==> config.mk <==
export PLATFORM = sky130hd
export DESIGN_NAME = lane_align_flat
export DESIGN_NICKNAME = d
export VERILOG_FILES = /design/src/mmap_pkg.sv /design/src/ram_port_if.sv /design/src/lane_align.sv /design/src/flat_wrapper.sv
export SDC_FILE = /design/constraint.sdc
export NUM_CORES = 1
export LEC_CHECK = 0
export BUFFER_PORTS_ARGS = -buffer_cell sky130_fd_sc_hd__buf_4
export CAP_MARGIN = 20
export CORE_AREA = 3 3 68 70
export DETAILED_ROUTE_END_ITERATION = 16
export DIE_AREA = 0 0 71 73
export PLACE_DENSITY = 0.91
export SLEW_MARGIN = 20
export SYNTH_ARGS = -nofsm -noshare
export SYNTH_HDL_FRONTEND = slang
export SYNTH_SLANG_ARGS = --single-unit
==> constraint.sdc <==
create_clock -name clk -period 4 [get_ports clk]
set_input_delay 0.4 -clock clk [delete_from_list [all_inputs] [get_ports clk]]
set_output_delay 0.4 -clock clk [all_outputs]
set_load 0.02 [all_outputs]
==> src/mmap_pkg.sv <==
`default_nettype none

package mmap_pkg;

  ////////////////////////////////////////
  // Widths
  ////////////////////////////////////////
  localparam int ADDR_W      = 32;
  localparam int DATA_W      = 32;
  localparam int KEY_W       = 8;
  localparam int LANES       = 4;  // Byte lanes per word
  localparam int DMEM_WORDS  = 1024;  // 4 KB data memory
  localparam int RAM_INDEX_W = $clog2(DMEM_WORDS);
  localparam int QUEUE_DEPTH = 8;
  localparam int QUEUE_PTR_W = $clog2(QUEUE_DEPTH);
  localparam int QUEUE_CNT_W = QUEUE_PTR_W + 1;  // Count reaches DEPTH

  typedef logic [ADDR_W-1:0]      addr_t;
  typedef logic [DATA_W-1:0]      word_t;
  typedef logic [KEY_W-1:0]       key_code_t;
  typedef logic [LANES-1:0]       byte_en_t;  // Bit 3 is lane 0, MSB
  typedef logic [RAM_INDEX_W-1:0] ram_index_t;

  // Access size, value 3 unsupported
  typedef enum logic [1:0] {
    SIZE_WORD = 2'd0,
    SIZE_BYTE = 2'd1,
    SIZE_HALF = 2'd2
  } access_size_t;

  ////////////////////////////////////////
  // Address map
  ////////////////////////////////////////
  localparam addr_t DMEM_LIMIT      = 32'h0000_1000;  // RAM below this
  localparam addr_t ADDR_KEY_CHAR   = 32'h0001_0000;  // Read pops queue
  localparam addr_t ADDR_KEY_STATUS = 32'h0001_0004;
  localparam addr_t ADDR_VIDEO_MODE = 32'h0001_0008;  // R/W, bit 0 only

  // Keyboard status word bits, rest read zero
  localparam int KEY_STATUS_NOT_EMPTY = 0;
  localparam int KEY_STATUS_FULL      = 1;
  localparam int KEY_STATUS_DROP      = 2;  // Sticky until status read

endpackage

`default_nettype wire

==> src/ram_port_if.sv <==
`timescale 1ns/1ns
`default_nettype none

// Word port between lane aligner and data RAM
interface ram_port_if;
  import mmap_pkg::*;

  byte_en_t   we;     // Per-lane write enables
  logic       re;     // Read strobe, data next cycle
  ram_index_t index;  // Word index
  word_t      wdata;  // Already lane-shifted
  word_t      rdata;  // Registered read data

  modport aligner (
    output we, re, index, wdata,
    input  rdata
  );

  modport ram (
    input  we, re, index, wdata,
    output rdata
  );

endinterface

`default_nettype wire

==> src/lane_align.sv <==
`timescale 1ns/1ns
`default_nettype none

module lane_align (
  input  wire                    clk,
  input  wire                    rst_n,
  input  mmap_pkg::addr_t        addr_i,
  input  mmap_pkg::access_size_t size_i,
  input  mmap_pkg::word_t        wdata_i,
  input  wire                    wr_i,
  input  wire                    rd_i,
  ram_port_if.aligner            ram,
  output mmap_pkg::word_t        load_o
);
  import mmap_pkg::*;

  logic [1:0]   offset;
  logic [1:0]   offset_q;    // Load offset, aligned with RAM data
  access_size_t size_q;
  byte_en_t     store_be;
  word_t        store_data;
  word_t        byte_shifted;

  assign offset = addr_i[1:0];

  ////////////////////////////////////////
  // Store side
  ////////////////////////////////////////
  // Offset 0 is the MSB lane
  always_comb begin
    case (size_i)
      SIZE_BYTE: begin
        store_data = wdata_i << {~offset, 3'b000};  // 0->24, 3->0
        store_be   = byte_en_t'(4'b1000 >> offset);
      end
      SIZE_HALF: begin
        if (!offset[1]) begin
          store_data = {wdata_i[15:0], 16'h0000};  // Lanes 0-1
          store_be   = 4'b1100;
        end else begin
          store_data = {16'h0000, wdata_i[15:0]};  // Lanes 2-3
          store_be   = 4'b0011;
        end
      end
      default: begin
        store_data = wdata_i;  // Whole word
        store_be   = 4'b1111;
      end
    endcase
  end

  assign ram.we    = wr_i ? store_be : '0;
  assign ram.re    = rd_i;
  assign ram.index = addr_i[RAM_INDEX_W+1:2];
  assign ram.wdata = store_data;

  ////////////////////////////////////////
  // Load side
  ////////////////////////////////////////
  always_ff @(posedge clk or negedge rst_n) begin
    if (!rst_n) begin
      offset_q <= 2'b00;
      size_q   <= SIZE_WORD;
    end else if (rd_i) begin
      offset_q <= offset;
      size_q   <= size_i;
    end
  end

  assign byte_shifted = ram.rdata >> {~offset_q, 3'b000};

  always_comb begin
    case (size_q)
      SIZE_WORD: load_o = ram.rdata;
      SIZE_BYTE: load_o = {24'h000000, byte_shifted[7:0]};  // Zero-extended
      SIZE_HALF: load_o = offset_q[1] ? {16'h0000, ram.rdata[15:0]}
                                      : {16'h0000, ram.rdata[31:16]};
      default:   load_o = '0;  // Unsupported size
    endcase
  end

  // Half accesses come aligned from the processor
  assert property (@(posedge clk) disable iff (!rst_n)
                   ((wr_i || rd_i) && size_i == SIZE_HALF) |-> !addr_i[0])
    else $error("misaligned half-word access");

  assert property (@(posedge clk) disable iff (!rst_n)
                   (wr_i || rd_i) |-> (size_i inside {SIZE_WORD, SIZE_BYTE, SIZE_HALF}))
    else $error("unsupported access size");

endmodule

`default_nettype wire

==> src/flat_wrapper.sv <==
// flat-port wrapper written by rule: the top's interface ports become plain ports
module lane_align_flat import mmap_pkg::*;
  (clk, rst_n, addr_i, size_i, wdata_i, wr_i, rd_i, load_o, ram_we, ram_re, ram_index, ram_wdata, ram_rdata);
  ram_port_if ram_i ();
  input  wire clk;
  input  wire rst_n;
  input  mmap_pkg::addr_t addr_i;
  input  mmap_pkg::access_size_t size_i;
  input  mmap_pkg::word_t wdata_i;
  input  wire wr_i;
  input  wire rd_i;
  output mmap_pkg::word_t load_o;
  output wire logic [$bits(ram_i.we)-1:0] ram_we;
  output wire logic [$bits(ram_i.re)-1:0] ram_re;
  output wire logic [$bits(ram_i.index)-1:0] ram_index;
  output wire logic [$bits(ram_i.wdata)-1:0] ram_wdata;
  input wire logic [$bits(ram_i.rdata)-1:0] ram_rdata;
  assign ram_we = ram_i.we;
  assign ram_re = ram_i.re;
  assign ram_index = ram_i.index;
  assign ram_wdata = ram_i.wdata;
  assign ram_i.rdata = ram_rdata;
  lane_align u_core (.clk(clk), .rst_n(rst_n), .addr_i(addr_i), .size_i(size_i), .wdata_i(wdata_i), .wr_i(wr_i), .rd_i(rd_i), .ram(ram_i), .load_o(load_o));
endmodule
# Word-level counts from Yosys, hierarchy flattened
# Cells that the tools add are included.
# classes
eq_ne	4
shifts	3
mux	7
bitwise	2
n_reduce_logical	1
# ops
op	count
$pmux W32 S3	1
$pmux W32 S2	1
$mux W32	1
$shl A32 B5 Y32	1
$shr A32 B5 Y8	1
$mux W16	1
$mux W4	2
$pmux W4 S2	1
$eq A2 B1 Y1 const B	2
$eq A2 B2 Y1 const B	2
$not A2 Y2	2
$shr A4 B2 Y4 const A	1
$logic_not A2 Y1	1
# word_totals
reg_bits	4
inputBits	102
output_inout_bits	79
word_cells	19

# Logic depth before layout (Yosys ltp)
# logic_depth
word_depth	3
ltp_mapped	7

# Least setup slack after synthesis
# Ideal clock, no wire load.
# synth_timing
path_type	input port to output port
startpoint	in size_i[0]
endpoint	out ram_wdata[28]
t_arrival_ns	1.631
setup_slack_ns	1.969
cell_stages	6
path_cell_list	inv_1 ha_1 and4bb_2 buf_2 a22oi_1 o21ai_1
# synth_via
elab_chain_len	2
# synth_lines
item	line	source
start, declared	flat_wrapper.sv:8	input mmap_pkg::access_size_t size_i;
$eq A2 B2 Y1 / $eq A2 B1 Y1 (equally long branches)	lane_align.sv:31	case (size_i)
$pmux W32 S2 (*)	lane_align.sv:31	
end, declared	flat_wrapper.sv:16	output wire logic [$bits(ram_i.wdata)-1:0] ram_wdata;
# Every way passes the cells marked *; elsewhere a longest branch is shown, timed or not.

# Worst setup path in the final report
# layout_timing
startpoint	in size_i[0]
endpoint	out ram_wdata[9]
# The elaborated chain is that of the path after synthesis.

==> run_results.csv <==
group,metric,value,unit
finish,area_growth,70.9,%
finish,n_fill_cell,363,
clock_network,clk_path_buf_depth,2,
timing,setup_viol,0,
worst_setup_path,worst_setup_path_start_kind,"input pin",
power,clkPwrFrac,14.6,%
grt,grt_max_degree,23,
synthesis,ys_types,34,
floorplanning,start_util,35.5,%
floorplanning,ios,181,
synthesis,synth_edf_count,0,
worst_setup_path,r2r-start,"u_core.offset_q[1]",
placed_design,place.gp.congestion,0.816,
synthesis,synth_flop_cell,"dfrtp_1",
clock_network,cts_root_buffer,"clkbuf_8",
timing,slew_viol_final,0,
drt,drt_pass1_iterations,4,
clock_network,cts_num_sinks,4,
synthesis,synth_nets,305,
grt,grt_util_all_layers,20.6,%
floorplanning,rows,23,
timing,layout_setup_ws,1.40,ns
grt,first_global_vias,1957,
power,power_density,232,mW/mm^2
worst_hold_path,min_from,"size_i[0]",
timing,fmax,0.385,GHz
timing,setup-tns-final,0,ns
synthesis,synth.avg_cell_area,7.11,sq um
synthesis,synth_top_cell_area_share,10.9,%
worst_setup_path,cp-startpoint,"size_i[0]",
finish,post-route-util,60.6,%
power,p_leak,1.25,nW
worst_setup_path,criticalPathCategory,"input pin to primary output",
placed_design,io_buffers,140,
clock_network,post-cts-setup-buffer-count,0,
drt,routed_via_density,5.51,
synthesis,synthTopCellsByArea,"and2_1, nand2_1, mux2_2",
worst_setup_path,end_kind,"primary output",
finish,diodes,0,
drt,drt-initial-drc-count,103,
power,vdd_drop_max,0.0908,mV
placed_design,dpl.hpwl,4780,um
timing,tightest_slew,0.704,ns
floorplanning,die-area,0.00518,sq mm
grt,grt_overflow_total,0,
power,power_frac_comb,75.3,%
power,p_switching,0.256,mW
grt,grt_first_pass_wirelength,8860,um
placed_design,dp_slack,1.42,ns
clock_network,numCtsBuffers,3,
timing,rsz0062_at_grt,"false",
drt,drt-wirelength-per-cell,15.8,um
synthesis,synth_seq_cells,4,
floorplanning,die_y,73,um
power,p_sw_share,45.1,%
finish,multiInputGateArea,0.00115,sq mm
timing,skew,0,ns
timing,hold_violations,0,
power,power_frac_seq,10.0,%
flow_run,drv_cap,0,
clock_network,cts_tree,"built",
outcome,run_status,"completed",
synthesis,synth-seq-area-share,7.01,%
clock_network,clk_latency,0.21,ns
finish,instances_no_fill,370,
floorplanning,die_x,71,um
drt,final_antenna_net_count,0,
power,power,0.567,mW
synthesis,syn_inst,201,
finish,seq_area,100,sq um
grt,antenna_found_initial,0,
power,intPower,0.311,mW
synthesis,async_flop_share,100,%
drt,routed_wl,5850,um
clock_network,cts.clk_slew.worst_paths,0.03,ns
placed_design,placed_cells,366,
timing,maxSlewHeadroom,53.0,%
finish,layout.nets,426,
worst_hold_path,min_path_type,"input pin to register",
timing,timing.final.crit_period,2.60,ns
timing,finalCritPeriodShare,64.9,%
synthesis,netlist_area,0.00143,sq mm
synthesis,yosysWarnings,0,
clock_network,post_cts_resized,0,
worst_setup_path,crit_required,3.60,ns
drt,vias,2038,
finish,drive_gt1_share,49.7,%
worst_setup_path,crit_fanout,17,
clock_network,cts.htree.levels,1,
drt,remaining_drc_errors,0,
floorplanning,core-area,0.00403,sq mm
worst_setup_path,cp.arrival,2.20,ns
synthesis,synth_top_cell_by_area,"and2_1",
[cell usage after synthesis (2+ instances only)]
cell type  instances
nand2_1           31
buf_2             10
nor2b_1            3
nor2_1             9
a21boi_0           3
a32oi_1            8
inv_1              4
a21o_1             2
dfrtp_1            4
o21ai_1            5
nand2b_1           4
mux2_2            10
mux2i_1            9
and2_1            25
clkbuf_1           3
buf_4             13
a21oi_1            9
a221o_1            8
ha_1               2
a22o_1             9
o21ai_0            4
a22oi_1           14
[placed cells by master, fill, tap and decap left out, types with 4 or more instances in the layout]
master    netlist  layout
a32oi_1         8       8
buf_4          13     141
a21oi_1         9       9
nand2b_1        4       4
a22o_1          9       9
a22oi_1        14      14
dfrtp_1         4       4
inv_1           4       4
o21ai_0         4       4
mux2i_1         9       9
and2_1         25      25
o21ai_1         5       5
nor2_1          9       9
nand2_1        31      31
mux2_2         10      10
a221o_1         8       8
[layout make-up]
| type | count | area share [%] |
|---|---|---|
| Timing Repair Buffer | 142 | 43.7 |
| Clock buffer | 3 | 1.69 |
| Tap cell | 50 | 2.56 |
| Sequential cell | 4 | 4.10 |
| Inverter | 4 | 0.615 |
| Multi-Input combinational cell | 167 | 47.3 |
[cells by family (layout without fill, tap and decap cells)]
kind of cell	count (synthesis)	after routing	share of synthesized area (%)
and+or+nand+nor	79	79	28.5
adders and majority gates	2	2	1.75
muxes	19	19	14.2
DFF	4	4	7.01
AOI/OAI and AO/OA	67	67	36.3
buffers and inverters	30	149	12.2
[per-stage QoR]
step	area [sq um]	hold WS, ns
2_1_floorplan	1430	0.104
3_3_place_gp	2390	0.196
3_5_place_dp	2390	0.198
4_1_cts	2440	0.454
5_1_grt	2440	0.457
6_report	2440	0.456
[power groups by stage]
stage | Sequential [mW] | Combinational [mW] | Clock, mW
after floorplan | 0.0493 | 0.255 | 0
after global placement | 0.0569 | 0.421 | 0
after detailed placement | 0.0573 | 0.427 | 0
after CTS | 0.0569 | 0.429 | 0.0860
after global routing | 0.0588 | 0.457 | 0.0868
final | 0.0570 | 0.427 | 0.0829
[worst paths after layout]
path / endpoint / slack [ns] / cells past startpoint
setup / recovery: ram_wdata[9] / 1.40 / 7
hold / removal: u_core.size_q[0] / 0.46 / 2
setup reg to reg: u_core.offset_q[1] / 2.95 / 1
hold reg to reg: u_core.offset_q[0] / 0.54 / 1
max in group asynchronous: u_core.offset_q[1] / 3.37 / 2
min in group asynchronous: u_core.offset_q[0] / 0.53 / 2
[routing by layer]
metal / track usage, % / share of wire, % / up-vias
li1: - / - / 971
met1: 20.0 / 32 / 943
met2: 41.0 / 55 / 108
met3: 4.41 / 9.5 / 16
met4: 9.19 / 2.8 / 0
met5: 0 / 0 / -
[repair_timing]
action	4_1_cts	5_1_grt
endpoints found under the hold margin	4	0
hold buffers	1	0
setup endpoints to repair	0	0
[worst max-delay path, cell delays in order]
cell,delay [ns]
buf_4,0.12
inv_1,0.05
ha_1,0.37
a21o_1,0.38
a21o_1,0.51
a22o_1,0.21
buf_4,0.14
[state kept, by name, indices dropped and copies added (netlist names)]
signal / flops
u_core.offset_q: 2
u_core.size_q: 2
No activity file was read; power rests on OpenSTA's default activity.
