`src/mmap_pkg.sv`:
```
`default_nettype none

package mmap_pkg;

  ////////////////////////////////////////
  // Widths
  ////////////////////////////////////////
  localparam int ADDR_W      = 32;
  localparam int DATA_W      = 32;
  localparam int KEY_W       = 8;
  localparam int LANES       = 4;  // Byte lanes per word
  localparam int DMEM_WORDS  = 1024;  // 4 KB data memory
  localparam int RAM_INDEX_W = $clog2(DMEM_WORDS);
  localparam int QUEUE_DEPTH = 8;
  localparam int QUEUE_PTR_W = $clog2(QUEUE_DEPTH);
  localparam int QUEUE_CNT_W = QUEUE_PTR_W + 1;  // Count reaches DEPTH

  typedef logic [ADDR_W-1:0]      addr_t;
  typedef logic [DATA_W-1:0]      word_t;
  typedef logic [KEY_W-1:0]       key_code_t;
  typedef logic [LANES-1:0]       byte_en_t;  // Bit 3 is lane 0, MSB
  typedef logic [RAM_INDEX_W-1:0] ram_index_t;

  // Access size, value 3 unsupported
  typedef enum logic [1:0] {
    SIZE_WORD = 2'd0,
    SIZE_BYTE = 2'd1,
    SIZE_HALF = 2'd2
  } access_size_t;

  ////////////////////////////////////////
  // Address map
  ////////////////////////////////////////
  localparam addr_t DMEM_LIMIT      = 32'h0000_1000;  // RAM below this
  localparam addr_t ADDR_KEY_CHAR   = 32'h0001_0000;  // Read pops queue
  localparam addr_t ADDR_KEY_STATUS = 32'h0001_0004;
  localparam addr_t ADDR_VIDEO_MODE = 32'h0001_0008;  // R/W, bit 0 only

  // Keyboard status word bits, rest read zero
  localparam int KEY_STATUS_NOT_EMPTY = 0;
  localparam int KEY_STATUS_FULL      = 1;
  localparam int KEY_STATUS_DROP      = 2;  // Sticky until status read

endpackage

`default_nettype wire

```
`src/char_q_if.sv`:
```
`timescale 1ns/1ns
`default_nettype none

// Read side of the keyboard queue
interface char_q_if;
  import mmap_pkg::*;

  logic      pop;    // One entry per cycle
  key_code_t head;   // Oldest code, valid when not empty
  logic      empty;
  logic      full;

  modport controller (
    output pop,
    input  head, empty, full
  );

  modport queue (
    input  pop,
    output head, empty, full
  );

endinterface

`default_nettype wire

```
`src/mmap_ctrl.sv`:
```
`timescale 1ns/1ns
`default_nettype none

module mmap_ctrl (
  input  wire                clk,
  input  wire                rst_n,
  // Processor bus
  input  mmap_pkg::addr_t    bus_addr_i,
  input  wire                bus_we_i,
  input  wire                bus_re_i,
  input  mmap_pkg::word_t    bus_wdata_i,
  // RAM path through lane aligner
  input  mmap_pkg::word_t    ram_load_i,
  output logic               ram_wr_o,
  output logic               ram_rd_o,
  // Keyboard queue
  char_q_if.controller       q,
  input  wire                drop_i,
  // Video mode
  input  wire                mode_force_i,
  output logic               video_mode_o,
  // Read response
  output mmap_pkg::word_t    bus_rdata_o,
  output logic               bus_rvalid_o
);
  import mmap_pkg::*;

  ////////////////////////////////////////
  // Address decode
  ////////////////////////////////////////
  logic  is_ram;
  logic  is_key_char;
  logic  is_key_status;
  logic  is_video_mode;
  logic  status_rd;
  logic  video_mode_q;
  logic  drop_flag_q;
  logic  resp_ram_q;   // RAM answers this response
  logic  rvalid_q;
  word_t status_word;
  word_t reg_word;
  word_t reg_word_q;   // Captured register/queue value

  assign is_ram        = (bus_addr_i < DMEM_LIMIT);
  assign is_key_char   = (bus_addr_i == ADDR_KEY_CHAR);
  assign is_key_status = (bus_addr_i == ADDR_KEY_STATUS);
  assign is_video_mode = (bus_addr_i == ADDR_VIDEO_MODE);

  assign ram_wr_o  = bus_we_i & is_ram;
  assign ram_rd_o  = bus_re_i & is_ram;
  assign q.pop     = bus_re_i & is_key_char & ~q.empty;  // Only a real read pops
  assign status_rd = bus_re_i & is_key_status;

  ////////////////////////////////////////
  // Video mode and drop flag
  ////////////////////////////////////////
  always_ff @(posedge clk or negedge rst_n) begin
    if (!rst_n) begin
      video_mode_q <= 1'b0;
    end else if (bus_we_i && is_video_mode) begin
      video_mode_q <= bus_wdata_i[0];
    end
  end

  assign video_mode_o = video_mode_q | mode_force_i;  // Force wins

  // New drop beats the clear from a status read in the same cycle
  always_ff @(posedge clk or negedge rst_n) begin
    if (!rst_n) begin
      drop_flag_q <= 1'b0;
    end else if (drop_i) begin
      drop_flag_q <= 1'b1;
    end else if (status_rd) begin
      drop_flag_q <= 1'b0;
    end
  end

  always_comb begin
    status_word                       = '0;
    status_word[KEY_STATUS_NOT_EMPTY] = ~q.empty;
    status_word[KEY_STATUS_FULL]      = q.full;
    status_word[KEY_STATUS_DROP]      = drop_flag_q;
  end

  // Register space read value, unmapped reads zero
  always_comb begin
    reg_word = '0;
    if (is_key_char) begin
      reg_word = q.empty ? '0 : word_t'(q.head);  // Empty queue reads zero
    end else if (is_key_status) begin
      reg_word = status_word;
    end else if (is_video_mode) begin
      reg_word = word_t'(video_mode_q);
    end
  end

  ////////////////////////////////////////
  // Response stage
  ////////////////////////////////////////
  always_ff @(posedge clk or negedge rst_n) begin
    if (!rst_n) begin
      resp_ram_q <= 1'b0;
      rvalid_q   <= 1'b0;
    end else begin
      rvalid_q <= bus_re_i;
      if (bus_re_i) begin
        resp_ram_q <= is_ram;  // Held between reads
      end
    end
  end

  always_ff @(posedge clk) begin
    if (bus_re_i) begin
      reg_word_q <= reg_word;
    end
  end

  // Both sources hold between reads, so rdata holds too
  assign bus_rdata_o  = resp_ram_q ? ram_load_i : reg_word_q;
  assign bus_rvalid_o = rvalid_q;

  // One access per cycle on the bus
  assert property (@(posedge clk) disable iff (!rst_n) !(bus_re_i && bus_we_i))
    else $error("bus read and write strobes high together");

  // Popped entries are real key codes
  assert property (@(posedge clk) disable iff (!rst_n) q.pop |-> (q.head != '0))
    else $error("pop took a zero code from the key queue");

endmodule

`default_nettype wire

```
`src/flat_wrapper.sv`:
```
// flat-port wrapper written by rule: the top's interface ports become plain ports
module mmap_ctrl_flat import mmap_pkg::*;
  (clk, rst_n, bus_addr_i, bus_we_i, bus_re_i, bus_wdata_i, ram_load_i, ram_wr_o, ram_rd_o, drop_i, mode_force_i, video_mode_o, bus_rdata_o, bus_rvalid_o, q_pop, q_head, q_empty, q_full);
  char_q_if q_i ();
  input  wire clk;
  input  wire rst_n;
  input  mmap_pkg::addr_t bus_addr_i;
  input  wire bus_we_i;
  input  wire bus_re_i;
  input  mmap_pkg::word_t bus_wdata_i;
  input  mmap_pkg::word_t ram_load_i;
  output logic ram_wr_o;
  output logic ram_rd_o;
  input  wire drop_i;
  input  wire mode_force_i;
  output logic video_mode_o;
  output mmap_pkg::word_t bus_rdata_o;
  output logic bus_rvalid_o;
  output wire logic [$bits(q_i.pop)-1:0] q_pop;
  input wire logic [$bits(q_i.head)-1:0] q_head;
  input wire logic [$bits(q_i.empty)-1:0] q_empty;
  input wire logic [$bits(q_i.full)-1:0] q_full;
  assign q_pop = q_i.pop;
  assign q_i.head = q_head;
  assign q_i.empty = q_empty;
  assign q_i.full = q_full;
  mmap_ctrl u_core (.clk(clk), .rst_n(rst_n), .bus_addr_i(bus_addr_i), .bus_we_i(bus_we_i), .bus_re_i(bus_re_i), .bus_wdata_i(bus_wdata_i), .ram_load_i(ram_load_i), .ram_wr_o(ram_wr_o), .ram_rd_o(ram_rd_o), .q(q_i), .drop_i(drop_i), .mode_force_i(mode_force_i), .video_mode_o(video_mode_o), .bus_rdata_o(bus_rdata_o), .bus_rvalid_o(bus_rvalid_o));
endmodule
```
`config.mk`:
```
export PLATFORM = sky130hd
export DESIGN_NAME = mmap_ctrl_flat
export DESIGN_NICKNAME = d
export VERILOG_FILES = /design/src/mmap_pkg.sv /design/src/char_q_if.sv /design/src/mmap_ctrl.sv /design/src/flat_wrapper.sv
export SDC_FILE = /design/constraint.sdc
export NUM_CORES = 1
export LEC_CHECK = 0
export ABC_AREA = 1
export BUFFER_PORTS_ARGS = -buffer_cell sky130_fd_sc_hd__buf_2
export CAP_MARGIN = 20
export CELL_PAD_IN_SITES_DETAIL_PLACEMENT = 1
export CELL_PAD_IN_SITES_GLOBAL_PLACEMENT = 1
export CORE_ASPECT_RATIO = 1.1
export CORE_UTILIZATION = 16
export DETAILED_ROUTE_END_ITERATION = 12
export GPL_ROUTABILITY_DRIVEN = 0
export PLACE_DENSITY = 0.75
export RECOVER_POWER = 50
export SLEW_MARGIN = 40
export SYNTH_ARGS = -nofsm -noshare
export SYNTH_HDL_FRONTEND = slang
export SYNTH_SLANG_ARGS = --single-unit
export TNS_END_PERCENT = 20
```
`constraint.sdc`:
```
create_clock -name clk -period 1.1 [get_ports clk]
set_input_delay 0.22 -clock clk [delete_from_list [all_inputs] [get_ports clk]]
set_output_delay 0.22 -clock clk [all_outputs]
set_load 0.01 [all_outputs]
```
### Yosys cells after proc, flatten, opt, wreduce, memory -nomap -nowiden

Index checks and enable logic that the tools add are counted.

| word-level totals | value |
|---|---|
| register bits after elaboration | 36 |
| bits of input ports | 112 |
| output and inout port bits | 37 |
| logic and storage cells | 25 |

| operators by class | value |
|---|---|
| $lt $le $gt $ge | 1 |
| equal/unequal tests | 3 |
| muxes and demuxes | 7 |
| bitwise logic cells | 7 |
| reductions and logical operators | 2 |

Operators with widths:

| kind | count |
|---|---|
| 32-bit by 17-bit equality test with 1-bit output (second input constant) | 3 |
| 32-bit two-way mux | 3 |
| 32-bit by 13-bit < comparator with 1-bit output (second input constant) | 1 |
| 8-bit two-way mux | 1 |
| 1-bit bitwise AND | 5 |
| 1-bit two-way mux | 3 |
| 2-bit nonzero test | 1 |
| 1-bit logical AND | 1 |
| 1-bit NOT | 1 |
| 1-bit bitwise OR | 1 |

### Depth between registers and ports, before layout

Gate-level depths: netlist of the first run.

| logic depth | value |
|---|---|
| word-level depth | 4 |
| gate-level depth with buffers | 8 |
| mapped depth without buffers | 8 |

### Worst setup path after synthesis of the first run

OpenSTA, ideal clock, no wires.

| path | value |
|---|---|
| kind | register -> output |
| from | reg u_core.resp_ram_q |
| to | out bus_rdata_o[5] |
| data arrival time | 1.000 ns |
| data required time | 0.880 ns |
| slack | -0.120 ns |
| cell stages (with the launch flop) | 4 |
| buffers on the path | 2 |
| cell sequence | dfrtp_1 buf_2 buf_2 mux2_2 |

| on the way | value |
|---|---|
| word-level cells in the longest chain between the ends | 1 |

RTL lines:

| item | line | RTL |
|---|---|---|
| start: declaration | mmap_ctrl.sv:38 | `logic resp_ram_q;` |
| start signal: assignment | mmap_ctrl.sv:107 | `resp_ram_q <= is_ram;` |
| 32-bit two-way mux | mmap_ctrl.sv:119 | `assign bus_rdata_o = resp_ram_q ? ram_load_i : reg_word_q;` |
| end: declaration | flat_wrapper.sv:17 | `output mmap_pkg::word_t bus_rdata_o;` |

Every way passes these cells.

### Final worst setup path of the first run

| path | value |
|---|---|
| from | reg u_core.resp_ram_q |
| to | out bus_rdata_o[3] |

The elaborated chain is that of the path after synthesis.

==> reports/results.ini, run 1 <==
[global_routing]
grtUsageTotal_pct = 10.6
grt_first_pass_wirelength_um = 6340
grt_pass1_vias = 1575
globalRouteOverflowTotal = 0
grt_max_degree = 22
antenna_found_initial = 0

[power_and_ir_drop]
leakagePower_nw = 1.36
swShare_pct = 23.5
clkPwrFrac_pct = 37.3
p_per_area_nw_per_um2 = 611
max-vdd-ir-drop_uv = 245
seqPwrFrac_pct = 38.8
pwr-share-comb_pct = 23.8
internal-power_uw = 992
switchingPower_uw = 305

[worst_setup_path]
critPathKind = flop to output port
cp-start-kind = flop
path_cells = buf_12 -> mux2_2 -> buf_6
slowest_delay_ps = 380
r2r-start = u_core.resp_ram_q$_DFFE_PN0P_
endpoint_kind = output port
crit_arrival_ps = 1230
endpoint = bus_rdata_o[3]
r2r-end = u_core.resp_ram_q$_DFFE_PN0P_
startpoint = u_core.resp_ram_q$_DFFE_PN0P_
r2r_setup_slack_ps = 150
worstPathMaxFanout = 11
cp_slowest_cell = dfrtp_2
ff2ff_path_depth = 4
cp.required_ps = 880

[timing]
finalSetupViolCount = 36
fin_worst_skew_ps = 0.435
hold_violations = 0
slew_viol_final = 0
fin_ws_ps = -354
timing.final.crit_share_pct = 132
worst-slew-pin-transition_ps = 591
period_needed_ps = 1450
whs_ps = 181
clock.fmax_mhz = 688
rsz0062_at_grt = yes
relSlewSlack_pct = 60.6

[cts]
cts_buffers = 3
cts_tree = done
cts.path.max_buffers = 2
clockRootBuffer = clkbuf_8
cts.sinks = 12
htreeDepth = 1
clk_pin_slew_ps = 60
clk_latency_ps = 240

[place]
port_buffers = 117
hpwlAfterDp_um = 3480
dp.cells = 396

[job]
max_cap_viol_count = 0

[yosys]
yosysSeqAreaShare_pct = 29.9
syn_area_um2 = 1140
ys_warn_count = 0
avgSynthCellArea_um2 = 6.06
netlist_instances = 188
synthTopCellsByArea = edfxtp_1, nand2_1, inv_1
synth.net_count = 300
synth_seq_cells = 12
yosysTopAreaCell = edfxtp_1
synth_cell_types = 17
yosys.area.top_type_share_pct = 21.1

[final_layout]
fin_util_pct = 31.4
nFillCells = 890
drive_gt1_share_pct = 52.0
diodes = 0
multi_input_area_um2 = 629
area_delta_synth_final_pct = 86.4
ff_latch_area_um2 = 342
fin_cells = 403
nNetsFinal = 434

[route]
drt_wl_total_um = 4090
drc = 0
first_iter_violations = 23
post_drt_wl_per_cell_um = 10.2
vias = 1588
postRouteAntennaNets = 0
drtPass1Iterations = 4
vias_per_cell = 3.94

[floorplanning]
rows = 31
initial_core_util_pct = 16.9
core_area_um2 = 6750
die_area_um2 = 7460
dieWidth_um = 82.4
die_h_um = 90.5
io_pins = 149

[hold_path]
min_path_type = primary input to flop

[status]
status = finished, violations left
violations = setup timing

cells by family after synthesis:
| logic type | share of synthesized area [%] |
|---|---|
| buffers and inverters | 18.6 |
| AOI/OAI and AO/OA | 1.10 |
| and+or+nand+nor | 42.5 |
| muxes | 7.91 |
| DFF | 29.9 |
worst min-delay path by stage:
stage,startpoint,end,cells past startpoint
final,drop_i,u_core.drop_flag_q$_DFFE_PN0P_,3
after global placement,rst_n,u_core.video_mode_q$_DFFE_PN0P_,1
after global routing,drop_i,u_core.drop_flag_q$_DFFE_PN0P_,3
after detailed placement,rst_n,u_core.bus_rvalid_o$_DFF_PN0_,1
after CTS,drop_i,u_core.drop_flag_q$_DFFE_PN0P_,3
after floorplan,rst_n,u_core.bus_rvalid_o$_DFF_PN0_,0
synth_stat cells, drive strengths merged:
master and count:
a21boi 1, nor2 40, inv 51, nand3 11, nor3 1, edfxtp 8, mux2 8, or2 1
dfrtp 4, buf 4, nand4 1, nand2 57, o21ai 1
area by class of cell:
| cell class | count | share of cell area (%) |
|---|---|---|
| sequential | 12 | 16.1 |
| timing repair buffer | 133 | 37.8 |
| inverter | 51 | 9.02 |
| tap | 82 | 4.83 |
| multi-input combinational | 121 | 29.7 |
| clock buffer | 4 | 2.59 |
registers in the layout (all words and copies together), names as in the netlist:
register	flops
u_core.reg_word_q	8
u_core.bus_rvalid_o	1
u_core.drop_flag_q	1
u_core.resp_ram_q	1
u_core.video_mode_q	1
layer usage:
metal	up-vias	track usage [%]	routed length, um
li1	809	-	-
met3	2	2.12	388
met1	705	10.7	1550
met2	72	21.3	2150
met5	-	0	0
met4	0	2.05	6
power by group through the flow:
stage	Clock, mW	Combinational [mW]	Sequential [mW]
2_1_floorplan	0	0.0800	0.511
3_3_place_gp	0	0.271	0.513
3_5_place_dp	0	0.282	0.513
4_1_cts	0.497	0.298	0.504
5_1_grt	0.517	0.346	0.506
6_report	0.484	0.309	0.504
per-stage QoR:
step / cell area [um2] / TNS [ps] / worst slack [ps] / power [mW]
floorplan: 1160 / -135 / -56.5 / 0.591
global placement: 1930 / -3790 / -248 / 0.785
detailed placement: 1930 / -4700 / -287 / 0.795
CTS: 2020 / -9980 / -396 / 1.30
global route: 2120 / -12790 / -398 / 1.37
finish: 2120 / -10400 / -354 / 1.30
layout by cell type (no fill, tap or decap), types with 2 or more instances in the layout:
master,count
inv_1,51
nor2_1,22
clkbuf_8,4
mux2_4,2
nand2_2,5
nor2_4,3
buf_4,10
mux2_2,6
dfrtp_1,3
nand2_1,51
nand3_1,11
edfxtp_1,8
buf_6,12
clkbuf_1,3
nor2_2,15
buf_2,105
timing repair:
item | CTS | global route
endpoints found under the setup margin | 41 | 45
gates resized for setup | 6 | 19
hold endpoints to repair | 4 | 0
pin swaps | 1 | 8
gates cloned | 0 | 1
setup buffers | 0 | 1
hold buffers | 1 | 0
worst max-delay path: cells and delay by family (launching register included):
| family | cells | cell delay (ps) |
|---|---|---|
| buffers and inverters | 2 | 260 |
| DFF | 1 | 380 |
| muxes | 1 | 340 |
Power figures use the tool's default switching activity.
==> run 2: changes to the inputs <==
--- a/config.mk
+++ b/config.mk
@@ -14,6 +14,7 @@
 export CORE_UTILIZATION = 16
 export DETAILED_ROUTE_END_ITERATION = 12
 export GPL_ROUTABILITY_DRIVEN = 0
+export GPL_TIMING_DRIVEN = 0
 export PLACE_DENSITY = 0.75
 export RECOVER_POWER = 50
 export SLEW_MARGIN = 40
==> reports/results.ini, run 2 (same netlist as run 1, synthesis figures left out) <==
[route]
first_iter_violations = 19  ; -17%
drc = 0  ; unchanged
postRouteAntennaNets = 0  ; unchanged
post_drt_wl_per_cell_um = 10.5  ; +3.6%
vias = 1604  ; +1.0%
vias_per_cell = 4.00  ; +1.5%
drt_wl_total_um = 4220  ; +3.1%
drtPass1Iterations = 3  ; -1

[worst_setup_path]
cp.required_ps = 880  ; about the same
cp-start-kind = flop
ff2ff_path_depth = 4  ; unchanged
r2r-end = u_core.resp_ram_q$_DFFE_PN0P_
endpoint_kind = output port
r2r_setup_slack_ps = 160  ; about the same
worstPathMaxFanout = 8  ; -3
crit_arrival_ps = 1250  ; +20 ps
critPathKind = flop to output port
r2r-start = u_core.resp_ram_q$_DFFE_PN0P_

[power_and_ir_drop]
pwr-share-comb_pct = 25.1  ; +1.3 points
power_mw = 1.24  ; -4.6%
seqPwrFrac_pct = 40.8  ; +2.0 points
swShare_pct = 25.0  ; +1.5 points
max-vdd-ir-drop_uv = 217  ; -11%
leakagePower_nw = 1.35  ; -0.56%
clkPwrFrac_pct = 34.1  ; -3.2 points
p_per_area_nw_per_um2 = 578  ; -5.5%
internal-power_uw = 928  ; -6.5%
switchingPower_uw = 309  ; +1.3%

[cts]
cts.path.max_buffers = 2  ; unchanged
cts.sinks = 12  ; unchanged
clk_pin_slew_ps = 50  ; about the same
clockRootBuffer = clkbuf_8
cts_tree = done
htreeDepth = 1  ; unchanged
clk_latency_ps = 240  ; about the same
cts_buffers = 3  ; unchanged

[timing]
clock.fmax_mhz = 681  ; -0.96%
fin_worst_skew_ps = 0.114  ; -0.321 ps
period_needed_ps = 1470  ; +14.0 ps
timing.final.crit_share_pct = 133  ; +1.3 points
fin_ws_ps = -368  ; -14.0 ps
finalSetupViolCount = 41  ; +14%
worst-slew-pin-transition_ps = 257  ; -334 ps
slew_viol_final = 0  ; unchanged
hold_violations = 0  ; unchanged
relSlewSlack_pct = 82.8  ; +22 points
rsz0062_at_grt = yes

[global_routing]
grt_max_degree = 12  ; -45%
grt_first_pass_wirelength_um = 6300  ; -0.66%
globalRouteOverflowTotal = 0  ; unchanged
antenna_found_initial = 0  ; unchanged
grtUsageTotal_pct = 10.7  ; +0.10 points
grt_pass1_vias = 1585  ; +0.63%

[final_layout]
area_delta_synth_final_pct = 88.0
mostFrequentLayoutCells = buf_2, nand2_1, inv_1, nor2_1, nor2_2
diodes = 0  ; unchanged
nNetsFinal = 432  ; -0.46%
largest_reg_flops = 8  ; unchanged
fin_util_pct = 31.7  ; +0.28 points
top_register = u_core.reg_word_q
drive_gt1_share_pct = 53.6  ; +1.6 points
mostFrequentLayoutCell = buf_2

[hold_path]
holdPathStages = 3  ; unchanged
min_from = drop_i
min_path_type = primary input to flop
hold_path_end = u_core.drop_flag_q$_DFFE_PN0P_

[status]
violations = setup timing
status = finished, violations left

[place]
port_buffers = 117  ; unchanged
hpwlAfterDp_um = 3600  ; +3.5%

[floorplanning]
die_area_um2 = 7460  ; unchanged
die_h_um = 90.5  ; unchanged
initial_core_util_pct = 16.9  ; unchanged
io_pins = 149  ; unchanged
dieWidth_um = 82.4  ; unchanged
core_area_um2 = 6750  ; unchanged
rows = 31  ; unchanged

[job]
max_cap_viol_count = 0  ; unchanged

-- run 2: cell count changes in the layout (fill, tap and decap cells not counted) --
cell / previous run / this run
buf_6: 12 / 14
buf_2: 105 / 104
buf_12: 1 / 2
mux2_2: 6 / 5
nor2_4: 3 / 6
nor2_2: 15 / 17
clkbuf_1: 3 / 2
mux2_4: 2 / 3
clkbuf_16: 1 / 0
clkbuf_8: 4 / 3
buf_4: 10 / 9
nor2_1: 22 / 17
-- run 2: cell type report --
cell class	count	area, um2
inverter	51	191
buffer	3	42.5
tap	82	103
clock buffer	4	45.0
multi-input combinational	121	661
fill	884	4610
sequential	12	342
timing repair buffer	128	757
-- run 2: layer usage --
metal / global-route usage [%] / part of all wire [%]
met5: 0 / 0
met4: 1.75 / 0.50
met3: 2.22 / 9.2
met2: 21.8 / 54
met1: 10.6 / 36
-- run 2: worst max-delay path, cell delays in order (launching register included) --
cell and delay, ps:
dfrtp_2 430, buf_12 150, mux2_4 300, buf_6 120
-- run 2: timing repair --
| item | CTS | global route |
|---|---|---|
| setup buffers | 3 | 7 |
| endpoints found under the setup margin | 36 | 45 |
| hold endpoints to repair | 4 | 0 |
| pin swaps | 0 | 12 |
| resized for setup | 10 | 30 |
| hold buffers | 1 | 0 |
-- run 2: metrics by stage --
step | setup WS (ps) | hold slack (ps) | cell area [um2] | std cells | TNS (ps)
floorplan | -56.5 | -75.6 | 1160 | 188 | -135
global placement | -369 | 37.6 | 1850 | 387 | -6080
detailed placement | -388 | 38.0 | 1850 | 387 | -6830
CTS | -410 | 168 | 1990 | 395 | -12970
global route | -405 | 191 | 2140 | 401 | -12960
finish | -368 | 170 | 2140 | 401 | -10760
-- run 2: worst max-delay path by stage --
stage	from	to	slack, ps	cells after the start
2_1_floorplan	bus_addr_i[28]	q_pop	-60	7
3_3_place_gp	bus_addr_i[28]	q_pop	-370	9
3_5_place_dp	bus_addr_i[13]	q_pop	-390	9
4_1_cts	u_core.resp_ram_q$_DFFE_PN0P_	bus_rdata_o[7]	-410	4
5_1_grt	bus_addr_i[1]	q_pop	-400	9
6_report	u_core.resp_ram_q$_DFFE_PN0P_	bus_rdata_o[7]	-370	3
-- run 2: power groups by stage --
stage / Sequential (mW) / Clock (mW) / Combinational, mW
2_1_floorplan: 0.511 / 0 / 0.0800
3_3_place_gp: 0.513 / 0 / 0.258
3_5_place_dp: 0.513 / 0 / 0.269
4_1_cts: 0.504 / 0.441 / 0.290
5_1_grt: 0.505 / 0.455 / 0.347
6_report: 0.504 / 0.422 / 0.311
==> run 3: changes to the inputs <==
--- a/config.mk
+++ b/config.mk
@@ -15,7 +15,7 @@
 export DETAILED_ROUTE_END_ITERATION = 12
 export GPL_ROUTABILITY_DRIVEN = 0
 export GPL_TIMING_DRIVEN = 0
-export PLACE_DENSITY = 0.75
+export PLACE_DENSITY = 0.87
 export RECOVER_POWER = 50
 export SLEW_MARGIN = 40
 export SYNTH_ARGS = -nofsm -noshare
==> reports/results.ini, run 3 (same netlist as run 1, synthesis figures left out) <==
[global_routing]
use_met2_pct = 21.8  ; unchanged
grtUsageTotal_pct = 10.8  ; +0.12 points
gr-max-usage-layer = met2
grt_max_degree = 12  ; unchanged
grt_pass1_vias = 1565  ; -1.3%
globalRouteOverflowTotal = 0  ; unchanged
antenna_found_initial = 0  ; unchanged
use_met1_pct = 10.2  ; -0.43 points
grt_first_pass_wirelength_um = 6270  ; -0.43%
use_met3_pct = 2.53  ; +0.30 points

[place]
postPlaceCellArea_um2 = 1850  ; unchanged
port_buffers = 117  ; unchanged
hpwlAfterDp_um = 3600  ; about the same
dp.cells = 387  ; unchanged

[cts]
cts.sinks = 12  ; unchanged
cts_tree = done
clockRootBuffer = clkbuf_8
clk_latency_ps = 230  ; about the same
clk_pin_slew_ps = 50  ; about the same
cts.path.max_buffers = 2  ; unchanged
cts_buffers = 3  ; unchanged
htreeDepth = 1  ; unchanged

[worst_setup_path]
cp-start-kind = flop
cp_slowest_cell = dfrtp_1
ff2ff_path_depth = 4  ; unchanged
worstPathMaxFanout = 7  ; -1
slowest_delay_ps = 420  ; about the same
crit_arrival_ps = 1240  ; about the same
cp.required_ps = 880  ; about the same
endpoint_kind = output port
path_cells = buf_8 -> mux2_4 -> buf_6
critPathKind = flop to output port

[final_layout]
drive_gt1_share_pct = 49.7  ; -3.9 points
nNetsFinal = 427  ; -1.2%
largest_reg_flops = 8  ; unchanged
ff_latch_area_um2 = 340  ; -0.37%
nFillCells = 888  ; +0.45%
diodes = 0  ; unchanged
design_area_um2 = 2070  ; -3.3%
mostFrequentLayoutCells = buf_2, nand2_1, inv_1, nor2_1, nor2_2
multi_input_area_um2 = 637  ; -3.6%
top_register = u_core.reg_word_q
mostFrequentLayoutCell = buf_2
area_delta_synth_final_pct = 81.8
fin_cells = 396  ; -1.2%

[floorplanning]
dieWidth_um = 82.4  ; unchanged
io_pins = 149  ; unchanged
core_area_um2 = 6750  ; unchanged
rows = 31  ; unchanged
initial_core_util_pct = 16.9  ; unchanged
die_area_um2 = 7460  ; unchanged
die_h_um = 90.5  ; unchanged

[power_and_ir_drop]
leakagePower_nw = 1.34  ; -0.64%
power_mw = 1.28  ; +3.9%
max-vdd-ir-drop_uv = 265  ; +22%
p_per_area_nw_per_um2 = 621  ; +7.5%

[timing]
worst-slew-pin-transition_ps = 593  ; +336 ps
fin_worst_skew_ps = 0.0321  ; -0.0819 ps
slew_viol_final = 0  ; unchanged
hold_violations = 0  ; unchanged
finalSetupViolCount = 37  ; -9.8%
finalSetupTns_ps = -10640  ; +123 ps
fin_ws_ps = -361  ; +6.57 ps
clock.fmax_mhz = 684  ; +0.45%
rsz0062_at_grt = yes
relSlewSlack_pct = 60.5  ; -22 points
period_needed_ps = 1460  ; -6.57 ps
timing.final.crit_share_pct = 133  ; -0.60 points

[job]
max_cap_viol_count = 0  ; unchanged

[route]
post_drt_wl_per_cell_um = 10.5  ; -0.13%
vias_per_cell = 3.96  ; -1.0%
drt_wl_total_um = 4160  ; -1.4%
first_iter_violations = 12  ; -7
drtPass1Iterations = 3  ; unchanged
postRouteAntennaNets = 0  ; unchanged
drc = 0  ; unchanged
vias = 1568  ; -2.2%

[status]
status = finished, violations left
violations = setup timing

[hold_path]
holdPathStages = 3  ; unchanged
min_path_type = primary input to flop

==> run 3: changes by cell type in the layout (fill, tap and decap cells not counted), moves of 2 or more <==
cell,delta
nand2_1,+3
buf_4,-5
nor2_2,-2
mux2_4,+5
mux2_2,-5
nor2_1,+6
nor2_4,-4
nand2_2,-3
buf_6,-2
==> run 3: cell type report <==
class	instances	share of cell area, %
repair buffers	123	34.1
plain buffers	3	1.81
well taps	82	4.96
flip-flops and latches	12	16.4
inverters	51	9.25
multi-input cells	121	30.8
clock buffers	4	2.66
==> run 3: through the flow <==
step	hold slack, ps	util [%]	setup WS, ps
4_1_cts	162	29.6	-404
5_1_grt	194	30.7	-417
2_1_floorplan	-75.6	-	-56.5
3_5_place_dp	35.2	27.4	-383
3_3_place_gp	35.3	27.4	-366
6_report	167	30.7	-361
==> run 3: what timing repair did <==
action / CTS / global route
resized for setup: 9 / 20
hold buffers: 1 / 0
endpoints found under the setup margin: 36 / 41
endpoints found under the hold margin: 4 / 0
buffers inserted: 3 / 2
pin swaps: 0 / 8
==> run 3: metal layers <==
| metal | up-vias | wire, um |
|---|---|---|
| met3 | 8 | 339 |
| met2 | 68 | 2320 |
| met4 | 0 | 59 |
| met1 | 698 | 1440 |
| met5 | - | 0 |
| li1 | 794 | - |
==> run 3: power breakdown <==
group	total, mW	switching (mW)	internal [mW]	leakage [nW]
Clock	0.478	0.162	0.316	0.0288
Combinational	0.302	0.129	0.173	1.19
Sequential	0.505	0.00631	0.499	0.125
Total	1.28	0.297	0.988	1.34
==> run 3: final timing paths <==
| path | start | end | slack (ps) |
|---|---|---|---|
| max | u_core.resp_ram_q$_DFFE_PN0P_ | bus_rdata_o[6] | -360 |
| min | drop_i | u_core.drop_flag_q$_DFFE_PN0P_ | 170 |
| max reg2reg | u_core.resp_ram_q$_DFFE_PN0P_ | u_core.resp_ram_q$_DFFE_PN0P_ | 160 |
| min reg2reg | u_core.drop_flag_q$_DFFE_PN0P_ | u_core.drop_flag_q$_DFFE_PN0P_ | 470 |
| max in group asynchronous | rst_n | u_core.drop_flag_q$_DFFE_PN0P_ | 560 |
| min in group asynchronous | rst_n | u_core.bus_rvalid_o$_DFF_PN0_ | 340 |
==> run 3: critical path, delay by kind of cell, from the launching register on <==
| family | cells | cell delay [ps] |
|---|---|---|
| buffers and inverters | 2 | 280 |
| DFF | 1 | 420 |
| muxes | 1 | 300 |
